$ cat src/common/pool_defines.svh
/* Widths, sizes and register addresses shared by the 2x2 pooling engine.
   Included by any file that needs these values. */

`ifndef POOL_DEFINES_SVH
`define POOL_DEFINES_SVH

// ************************************************************************
// Datapath sizes
// ************************************************************************

// Pixel width in bits
`define POOL_DATA_W 8

// Row store depth and largest legal line length
`define POOL_MAX_LINE 16

// Holds a line length of up to 16
`define POOL_LEN_W 5

// ************************************************************************
// Register map, 2-bit word address
// ************************************************************************

`define POOL_ADDR_CTRL 2'd0
`define POOL_ADDR_LEN 2'd1
`define POOL_ADDR_COUNT 2'd2

`endif

$ cat src/common/pool_pkg.sv
/* Types for the pooling datapath. Modules import this package for the
   pixel element union and the reduction mode. */

`include "pool_defines.svh"

package pool_pkg;

	// ************************************************************************
	// Pixel element
	// ************************************************************************

	// One pixel word with two readings of the same bits
	// Compare logic picks the view from the signedness bit
	typedef union packed
	{
		logic signed [`POOL_DATA_W-1:0] s;
		logic [`POOL_DATA_W-1:0] u;
	} pool_elem_u;

	// ************************************************************************
	// Reduction mode
	// ************************************************************************

	// Matches CTRL bit 1
	typedef enum logic
	{
		MODE_MAX = 1'b0,
		MODE_MIN = 1'b1
	} pool_mode_e;

endpackage

$ cat src/hw/pool_compare_node.sv
/* Two-input max or min picker with per-input valid bits. Used as a node
   of the pooling reduction tree. */

module pool_compare_node
(
	input pool_pkg::pool_mode_e mode,
	input logic is_signed,
	input logic a_valid,
	input pool_pkg::pool_elem_u a_data,
	input logic b_valid,
	input pool_pkg::pool_elem_u b_data,
	output logic y_valid,
	output pool_pkg::pool_elem_u y_data
);

	import pool_pkg::*;

	// b strictly above or below a, under the chosen view
	logic b_above;
	logic b_below;

	always_comb
	begin
		if (is_signed)
		begin
			b_above = b_data.s > a_data.s;
			b_below = b_data.s < a_data.s;
		end
		else
		begin
			b_above = b_data.u > a_data.u;
			b_below = b_data.u < a_data.u;
		end
	end

	// Either valid input makes a valid result
	assign y_valid = a_valid | b_valid;

	// Lone valid input passes through
	// Ties keep a, since only a strict win replaces it
	always_comb
	begin
		y_data = a_data;
		if (!a_valid)
		begin
			y_data = b_data;
		end
		else if (b_valid)
		begin
			if (mode == MODE_MAX)
			begin
				if (b_above)
					y_data = b_data;
			end
			else if (b_below)
			begin
				y_data = b_data;
			end
		end
	end

endmodule

$ cat src/hw/pool_reduce4.sv
/* Reduces one 2x2 window to a single max or min value and registers it.
   Fed by the line buffer, result goes to the top-level output. */

module pool_reduce4
(
	input logic rvx_port_2,
	input logic rvx_port_5,
	input logic win_strobe,
	input logic [3:0] win_valid,
	input pool_pkg::pool_elem_u [3:0] win_data,
	input pool_pkg::pool_mode_e mode,
	input logic is_signed,
	output logic res_strobe,
	output logic res_valid,
	output pool_pkg::pool_elem_u res_data
);

	import pool_pkg::*;

	// Leaf results, upper row and lower row
	logic upper_valid;
	pool_elem_u upper_data;
	logic lower_valid;
	pool_elem_u lower_data;

	// Root result, captured on the window strobe
	logic root_valid;
	pool_elem_u root_data;

	// ************************************************************************
	// Compare tree
	// ************************************************************************

	// Elements 0 and 1, the row above
	pool_compare_node u_node_upper
	(
		.mode(mode),
		.is_signed(is_signed),
		.a_valid(win_valid[0]),
		.a_data(win_data[0]),
		.b_valid(win_valid[1]),
		.b_data(win_data[1]),
		.y_valid(upper_valid),
		.y_data(upper_data)
	);

	// Elements 2 and 3, the current row
	pool_compare_node u_node_lower
	(
		.mode(mode),
		.is_signed(is_signed),
		.a_valid(win_valid[2]),
		.a_data(win_data[2]),
		.b_valid(win_valid[3]),
		.b_data(win_data[3]),
		.y_valid(lower_valid),
		.y_data(lower_data)
	);

	pool_compare_node u_node_root
	(
		.mode(mode),
		.is_signed(is_signed),
		.a_valid(upper_valid),
		.a_data(upper_data),
		.b_valid(lower_valid),
		.b_data(lower_data),
		.y_valid(root_valid),
		.y_data(root_data)
	);

	// ************************************************************************
	// Result register
	// ************************************************************************

	// Strobe follows the window by one cycle, data holds between strobes
	always_ff @(posedge rvx_port_2 or negedge rvx_port_5)
	begin
		if (!rvx_port_5)
		begin
			res_strobe <= 1'b0;
			res_valid <= 1'b0;
			res_data <= '0;
		end
		else
		begin
			res_strobe <= win_strobe;
			if (win_strobe)
			begin
				res_valid <= root_valid;
				res_data <= root_data;
			end
		end
	end

	// Line buffer must never send an empty window
	a_win_not_empty: assert property (@(posedge rvx_port_2) disable iff (!rvx_port_5)
		win_strobe |-> (win_valid != 4'b0000))
		else $error("window strobe with no valid elements");

endmodule

$ cat src/hw/pool_window/pool_line_buffer.sv
/* Keeps the even row of the image and builds one 2x2 window per column pair
   on each odd row. Feeds the reduction tree with a one-cycle window strobe. */

`include "pool_defines.svh"

module pool_line_buffer
(
	input logic rvx_port_2,
	input logic rvx_port_5,
	input logic enable,
	input logic [`POOL_LEN_W-1:0] line_len,
	input logic frame_start,
	input logic pix_strobe,
	input pool_pkg::pool_elem_u pix_data,
	output logic win_strobe,
	output logic [3:0] win_valid,
	output pool_pkg::pool_elem_u [3:0] win_data
);

	import pool_pkg::*;

	// Row store index width
	localparam int COL_IDX_W = $clog2(`POOL_MAX_LINE);

	// Position in the frame
	logic [`POOL_LEN_W-1:0] col_q;
	logic row_odd_q;

	// Even row pixels, one per column
	pool_elem_u row_mem [`POOL_MAX_LINE];

	// Left pixel of the current pair on the odd row
	pool_elem_u left_q;

	logic take;
	logic last_col;
	logic complete;
	logic [COL_IDX_W-1:0] col_idx;
	logic [COL_IDX_W-1:0] pair_idx;

	// ************************************************************************
	// Position tracking
	// ************************************************************************

	// Pixels only count while enabled
	assign take = pix_strobe & enable;
	assign last_col = (col_q == (line_len - `POOL_LEN_W'(1)));

	// Odd column closes a pair, last column of odd length closes a half pair
	assign complete = take & row_odd_q & (col_q[0] | last_col);

	assign col_idx = col_q[COL_IDX_W-1:0];
	// Even column that starts this pair
	assign pair_idx = {col_idx[COL_IDX_W-1:1], 1'b0};

	always_ff @(posedge rvx_port_2 or negedge rvx_port_5)
	begin
		if (!rvx_port_5)
		begin
			col_q <= '0;
			row_odd_q <= 1'b0;
		end
		else if (frame_start)
		begin
			col_q <= '0;
			row_odd_q <= 1'b0;
		end
		else if (take)
		begin
			if (last_col)
			begin
				// Wrap to next row, flip parity
				col_q <= '0;
				row_odd_q <= ~row_odd_q;
			end
			else
			begin
				col_q <= col_q + `POOL_LEN_W'(1);
			end
		end
	end

	// ************************************************************************
	// Row storage
	// ************************************************************************

	always_ff @(posedge rvx_port_2)
	begin
		// Even row goes into the store
		if (take && !row_odd_q)
			row_mem[col_idx] <= pix_data;
		// Odd row left pixel waits for its partner
		if (take && row_odd_q && !col_q[0])
			left_q <= pix_data;
	end

	// ************************************************************************
	// Window output
	// ************************************************************************

	always_ff @(posedge rvx_port_2 or negedge rvx_port_5)
	begin
		if (!rvx_port_5)
		begin
			win_strobe <= 1'b0;
			win_valid <= 4'b0000;
		end
		else
		begin
			win_strobe <= complete;
			if (complete)
				win_valid <= col_q[0] ? 4'b1111 : 4'b0101;
		end
	end

	always_ff @(posedge rvx_port_2)
	begin
		if (complete)
		begin
			if (col_q[0])
			begin
				// Full pair
				win_data[0] <= row_mem[pair_idx];
				win_data[1] <= row_mem[col_idx];
				win_data[2] <= left_q;
				win_data[3] <= pix_data;
			end
			else
			begin
				// Half pair at the end of an odd-length line
				win_data[0] <= row_mem[col_idx];
				win_data[1] <= '0;
				win_data[2] <= pix_data;
				win_data[3] <= '0;
			end
		end
	end

	a_len_range: assert property (@(posedge rvx_port_2) disable iff (!rvx_port_5)
		enable |-> (line_len >= `POOL_LEN_W'(2) && line_len <= `POOL_LEN_W'(`POOL_MAX_LINE)))
		else $error("line length out of range while enabled");

	a_start_alone: assert property (@(posedge rvx_port_2) disable iff (!rvx_port_5)
		!(frame_start && pix_strobe))
		else $error("frame start together with a pixel strobe");

endmodule

$ cat src/hw/pool_cfg_regs.sv
/* Control, line length and window count registers of the pooling engine.
   Written and read over a simple strobe port, drives the datapath levels. */

`include "pool_defines.svh"

module pool_cfg_regs
(
	input logic rvx_port_2,
	input logic rvx_port_5,
	input logic reg_wr,
	input logic [1:0] reg_addr,
	input logic [15:0] reg_wdata,
	output logic [15:0] reg_rdata,
	input logic res_strobe,
	output logic enable,
	output pool_pkg::pool_mode_e mode,
	output logic is_signed,
	output logic [`POOL_LEN_W-1:0] line_len
);

	import pool_pkg::*;

	// CTRL bits, enable at 0, mode at 1, signed at 2
	logic [2:0] ctrl_q;
	logic [`POOL_LEN_W-1:0] len_q;
	// Output windows seen, wraps
	logic [15:0] count_q;

	// ************************************************************************
	// Register writes and window counter
	// ************************************************************************

	always_ff @(posedge rvx_port_2 or negedge rvx_port_5)
	begin
		if (!rvx_port_5)
		begin
			ctrl_q <= 3'b000;
			len_q <= '0;
			count_q <= 16'h0000;
		end
		else
		begin
			if (reg_wr && reg_addr == `POOL_ADDR_CTRL)
				ctrl_q <= reg_wdata[2:0];
			if (reg_wr && reg_addr == `POOL_ADDR_LEN)
				len_q <= reg_wdata[`POOL_LEN_W-1:0];
			// Any write to COUNT clears it, and wins over a result
			if (reg_wr && reg_addr == `POOL_ADDR_COUNT)
				count_q <= 16'h0000;
			else if (res_strobe)
				count_q <= count_q + 16'h0001;
		end
	end

	// Read mux, unmapped address reads zero
	always_comb
	begin
		case (reg_addr)
			`POOL_ADDR_CTRL: reg_rdata = {13'h0000, ctrl_q};
			`POOL_ADDR_LEN: reg_rdata = {{(16-`POOL_LEN_W){1'b0}}, len_q};
			`POOL_ADDR_COUNT: reg_rdata = count_q;
			default: reg_rdata = 16'h0000;
		endcase
	end

	// Levels to the datapath
	assign enable = ctrl_q[0];
	assign mode = ctrl_q[1] ? MODE_MIN : MODE_MAX;
	assign is_signed = ctrl_q[2];
	assign line_len = len_q;

endmodule

$ cat src/hw/pool_top.sv
/* Top of the streaming 2x2 pooling engine. Register block, line buffer and
   reduction tree; a completing pixel gives a result two cycles later. */

`include "pool_defines.svh"

module pool_top
(
	input logic rvx_port_2,
	input logic rvx_port_5,
	input logic reg_wr,
	input logic [1:0] reg_addr,
	input logic [15:0] reg_wdata,
	output logic [15:0] reg_rdata,
	input logic frame_start,
	input logic pix_strobe,
	input logic [`POOL_DATA_W-1:0] pix_data,
	output logic pool_strobe,
	output logic pool_valid,
	output logic [`POOL_DATA_W-1:0] pool_data
);

	import pool_pkg::*;

	// Configuration levels
	logic enable;
	pool_mode_e mode;
	logic is_signed;
	logic [`POOL_LEN_W-1:0] line_len;

	// Window from line buffer to tree
	logic win_strobe;
	logic [3:0] win_valid;
	pool_elem_u [3:0] win_data;

	// ************************************************************************
	// Control
	// ************************************************************************

	// Counter steps on each result strobe
	pool_cfg_regs u_cfg_regs
	(
		.rvx_port_2(rvx_port_2),
		.rvx_port_5(rvx_port_5),
		.reg_wr(reg_wr),
		.reg_addr(reg_addr),
		.reg_wdata(reg_wdata),
		.reg_rdata(reg_rdata),
		.res_strobe(pool_strobe),
		.enable(enable),
		.mode(mode),
		.is_signed(is_signed),
		.line_len(line_len)
	);

	// ************************************************************************
	// Datapath
	// ************************************************************************

	pool_line_buffer u_line_buffer
	(
		.rvx_port_2(rvx_port_2),
		.rvx_port_5(rvx_port_5),
		.enable(enable),
		.line_len(line_len),
		.frame_start(frame_start),
		.pix_strobe(pix_strobe),
		.pix_data(pix_data),
		.win_strobe(win_strobe),
		.win_valid(win_valid),
		.win_data(win_data)
	);

	pool_reduce4 u_reduce4
	(
		.rvx_port_2(rvx_port_2),
		.rvx_port_5(rvx_port_5),
		.win_strobe(win_strobe),
		.win_valid(win_valid),
		.win_data(win_data),
		.mode(mode),
		.is_signed(is_signed),
		.res_strobe(pool_strobe),
		.res_valid(pool_valid),
		.res_data(pool_data)
	);

endmodule

$ cat config.mk
export PLATFORM = sky130hd
export DESIGN_NAME = pool_top
export DESIGN_NICKNAME = d
export VERILOG_FILES = /design/src/common/pool_pkg.sv /design/src/hw/pool_compare_node.sv /design/src/hw/pool_reduce4.sv /design/src/hw/pool_window/pool_line_buffer.sv /design/src/hw/pool_cfg_regs.sv /design/src/hw/pool_top.sv
export VERILOG_INCLUDE_DIRS = /design/src /design/src/common
export SDC_FILE = /design/constraint.sdc
export NUM_CORES = 1
export LEC_CHECK = 0
export BUFFER_PORTS_ARGS = -buffer_cell sky130_fd_sc_hd__buf_2
export CAP_MARGIN = 5
export CORE_ASPECT_RATIO = 0.75
export CORE_MARGIN = 8
export CORE_UTILIZATION = 61
export DETAILED_ROUTE_END_ITERATION = 8
export GPL_TIMING_DRIVEN = 0
export PLACE_DENSITY = 0.8
export SYNTH_ARGS = -nofsm -noshare
export SYNTH_HDL_FRONTEND = slang
export SYNTH_HIERARCHICAL = 1
export SYNTH_SLANG_ARGS = --single-unit
export TNS_END_PERCENT = 5
$ cat constraint.sdc
create_clock -name rvx_port_2 -period 4.7 [get_ports rvx_port_2]
set_clock_uncertainty 0.05 [all_clocks]
set_input_delay 0.47 -clock rvx_port_2 [delete_from_list [all_inputs] [get_ports rvx_port_2]]
set_output_delay 0.47 -clock rvx_port_2 [all_outputs]
set_load 0.005 [all_outputs]
==> flow_summary.ini <==
[clock_tree]
insertion_delay_ps = 510
clock_sinks = 211
cts_buffers = 21
cts_buffer_depth = 3
root_buffer = clkbuf_16
post_cts_buffers = 0
post_cts_resize_count = 0
cts_htree_levels = 1
cts_tree = yes
path_clk_slew_ps = 60
hold_buffers = 0

[cells_and_area]
nFillCells = 1080
diodes = 0
syn_to_final_growth_pct = 11.78
multi_input_area_mm2 = 0.004091
fin_nets = 849
final_layout_size_suffix_gt1_frac = 0.2889
regArea_mm2 = 0.006121

[setup_path]
crit_type = flop to flop
r2r_slack_ps = 260
r2r_cells = 16
timing.rr.start = u_line_buffer/win_data[23]
worst_setup_path_start_kind = flop
cp.required_ps = 5030
cp_slowest_cell = a221oi_1
path_cells = inv_1, ha_1, a21oi_1, o221a_2, nor2_1, a31oi_4, o21ai_4, a221oi_1, ha_1, a21oi_1, o221a_2, nor2_1, o31a_1, o21ai_4, mux2_2, mux2_4
crit_family = compound AO/OA/AOI/OAI gates
cp_num_buf_inv = 1
r2r_end = u_reduce4/res_data[4]
cpPeakStageDelay_ps = 520
worstPathArrival_ps = 4770
endpoint_kind = flop
path_max_fanout = 7

[floorplanning]
start_util = 0.6247
ioPinCount = 57
core_area_mm2 = 0.01688
num_rows = 41
dieArea_mm2 = 0.02179
fp.dieW_um = 167.8
die_y_um = 129.9

[job]
maxCapViolations = 0

[route]
num_vias = 6711
drtIter0Drc = 734
via_per_inst = 6.592
finalWirelength_mm = 24.30
drtPass1Iterations = 7
post_drt_wl_per_cell_um = 23.87
drtAntennaViolNets = 0
drc = 0

[power]
irDropWorstVdd_mv = 0.3616
p_leak_nw = 4.315
power_density_mw_per_mm2 = 362.1

[timing]
max_clock_freq_ghz = 0.2254
hold_slack_ps = 84.22
layout_min_cycle_time_ps = 4437
tightest_slew_ps = 1054
slew_viol_final = 0
final-setup-viol-count = 0
worst_slew_margin_rel = 0.2949
finalWorstSetupSlack_ps = 262.6
rsz0062_at_grt = false
tns_ps = 0
final-hold-violation-count = 0
period_share = 0.9441

[global_routing]
grt_pass1_wl_mm = 37.26
grt_start_max_net_pins = 44
grt_pass1_vias = 6693
antenna_found_initial = 1
track_usage = 0.2216
grt_overflow = 0

[status]
outcome = finished, final reports clean

[yosys]
ys_warn_count = 6
synthFlopType = edfxtp_1
avgSynthCellArea_um2 = 14.73
yosysUniqueCellTypes = 59
synth_seq_cells = 211
synth_cells = 716
ys_seq_area_frac = 0.5805
synth-edff-count = 168
ys_async_sr_fraction = 0.2038
syn_area_mm2 = 0.01054
synthesis.nets = 777

[worst_hold_path]
hold_path.class = input port to async pin

[placement]
place.gp.congestion = 0.8894
numPortBuffers = 44
pre_cts_slack_ps = 425.9
post-dp-hpwl_mm = 16.84
-- cell families after synthesis --
| family | after synthesis | share of synthesized area |
|---|---|---|
| flops | 211 | 0.5805 |
| compound gates | 99 | 0.06990 |
| buf+inv | 72 | 0.03251 |
| fa+ha+maj | 30 | 0.03560 |
| simple gates | 171 | 0.08948 |
| mux | 123 | 0.1837 |
| xor+xnor | 10 | 0.008306 |
-- state kept, by name, summed over array words and instances (netlist names) --
name and count:
u_cfg_regs/line_len 5, u_line_buffer/win_data 32, u_reduce4/res_data 8, u_line_buffer/row_odd_q 1
u_reduce4/res_strobe 1, u_cfg_regs/ctrl_q 3, u_line_buffer/win_strobe 1, u_line_buffer/col_q 5
u_line_buffer/left_q 8, u_reduce4/res_valid 1, u_line_buffer/row_mem 128, u_cfg_regs/count_q 16
u_line_buffer/win_valid 2
-- routing by layer --
| layer | vias to the layer above | global-route usage | wire (um) |
|---|---|---|---|
| met1 | 3358 | 0.3038 | 10310 |
| met5 | - | 0 | 11 |
| met3 | 57 | 0.05582 | 2354 |
| met2 | 366 | 0.3522 | 11040 |
| li1 | 2928 | - | - |
| met4 | 2 | 0.05812 | 586 |
-- synth_stat cells (7+ instances only) --
cell type	instances	area [um2]
ha_1	30	375.4
and2_1	21	131.4
inv_1	42	157.7
nand3_1	7	35.03
edfxtp_1	168	5045
nand2_1	34	127.6
mux2_2	42	473.0
nand4_1	13	81.33
or3_1	7	43.79
o21ai_0	17	85.08
nor2_1	32	120.1
o22ai_1	8	50.05
nor2b_1	11	68.82
mux2i_1	24	240.2
a21oi_1	26	130.1
mux2_4	9	135.1
dfrtp_1	43	1076
mux4_2	46	1036
nand2b_1	8	50.05
buf_2	13	65.06
-- through the flow --
step / std cells / total power [W] / cell area (um2) / utilization
CTS: 1018 / 0.004280 / 11790 / 0.6983
global placement: 975 / 0.002580 / 11030 / 0.6537
floorplan: 716 / 0.002451 / 10540 / -
finish: 1018 / 0.004268 / 11790 / 0.6983
detailed placement: 980 / 0.002610 / 11100 / 0.6576
global route: 1018 / 0.004389 / 11790 / 0.6983
-- cells in the final DEF, fill, tap and decap left out, types with 4 or more instances in the layout --
cell	count
edfxtp_1	168
and2_1	21
clkbuf_16	21
ha_1	30
nand2_1	34
mux2i_1	24
xnor2_1	4
mux4_2	46
nor2b_1	11
inv_1	42
nor2_1	32
or2_2	4
buf_4	8
or3_1	7
o211ai_1	6
clkinv_2	4
o22ai_1	8
nor4_1	6
nand2b_1	8
o21ai_0	17
buf_6	5
o31ai_1	4
mux2_4	9
xor2_1	6
o221a_2	6
nor3_1	6
nand4_1	13
nand3b_1	6
clkbuf_1	10
buf_2	58
or4_1	4
dfrtp_1	43
mux2_2	42
a21oi_1	25
nand3_1	7
-- worst max path at each step --
| stage | from | to | slack [ps] | cells past startpoint |
|---|---|---|---|---|
| 2_1_floorplan | u_line_buffer/win_data[7] | u_reduce4/res_data[0] | 870 | 17 |
| 3_3_place_gp | u_line_buffer/win_data[23] | u_reduce4/res_data[6] | 550 | 15 |
| 3_5_place_dp | u_line_buffer/win_data[7] | u_reduce4/res_data[4] | 430 | 17 |
| 4_1_cts | u_line_buffer/win_data[23] | u_reduce4/res_data[4] | 390 | 16 |
| 5_1_grt | u_line_buffer/win_data[7] | u_reduce4/res_data[4] | 110 | 17 |
| 6_report | u_line_buffer/win_data[23] | u_reduce4/res_data[4] | 260 | 16 |
-- where the power goes --
part	total (W)	switching [W]	internal [W]
logic	0.000486	0.000267	0.000219
registers	0.00210	0.0000411	0.00205
clock network	0.00169	0.000692	0.000994
-- cell type report --
class,instances,area share
buffer,30,0.01571
clock buffer,27,0.04650
clock inverter,11,0.01178
inverter,42,0.01338
multi-input combinational,433,0.3471
sequential,211,0.5193
tap,215,0.02282
timing repair buffer,49,0.02335
(Power assumes the default switching activity.)
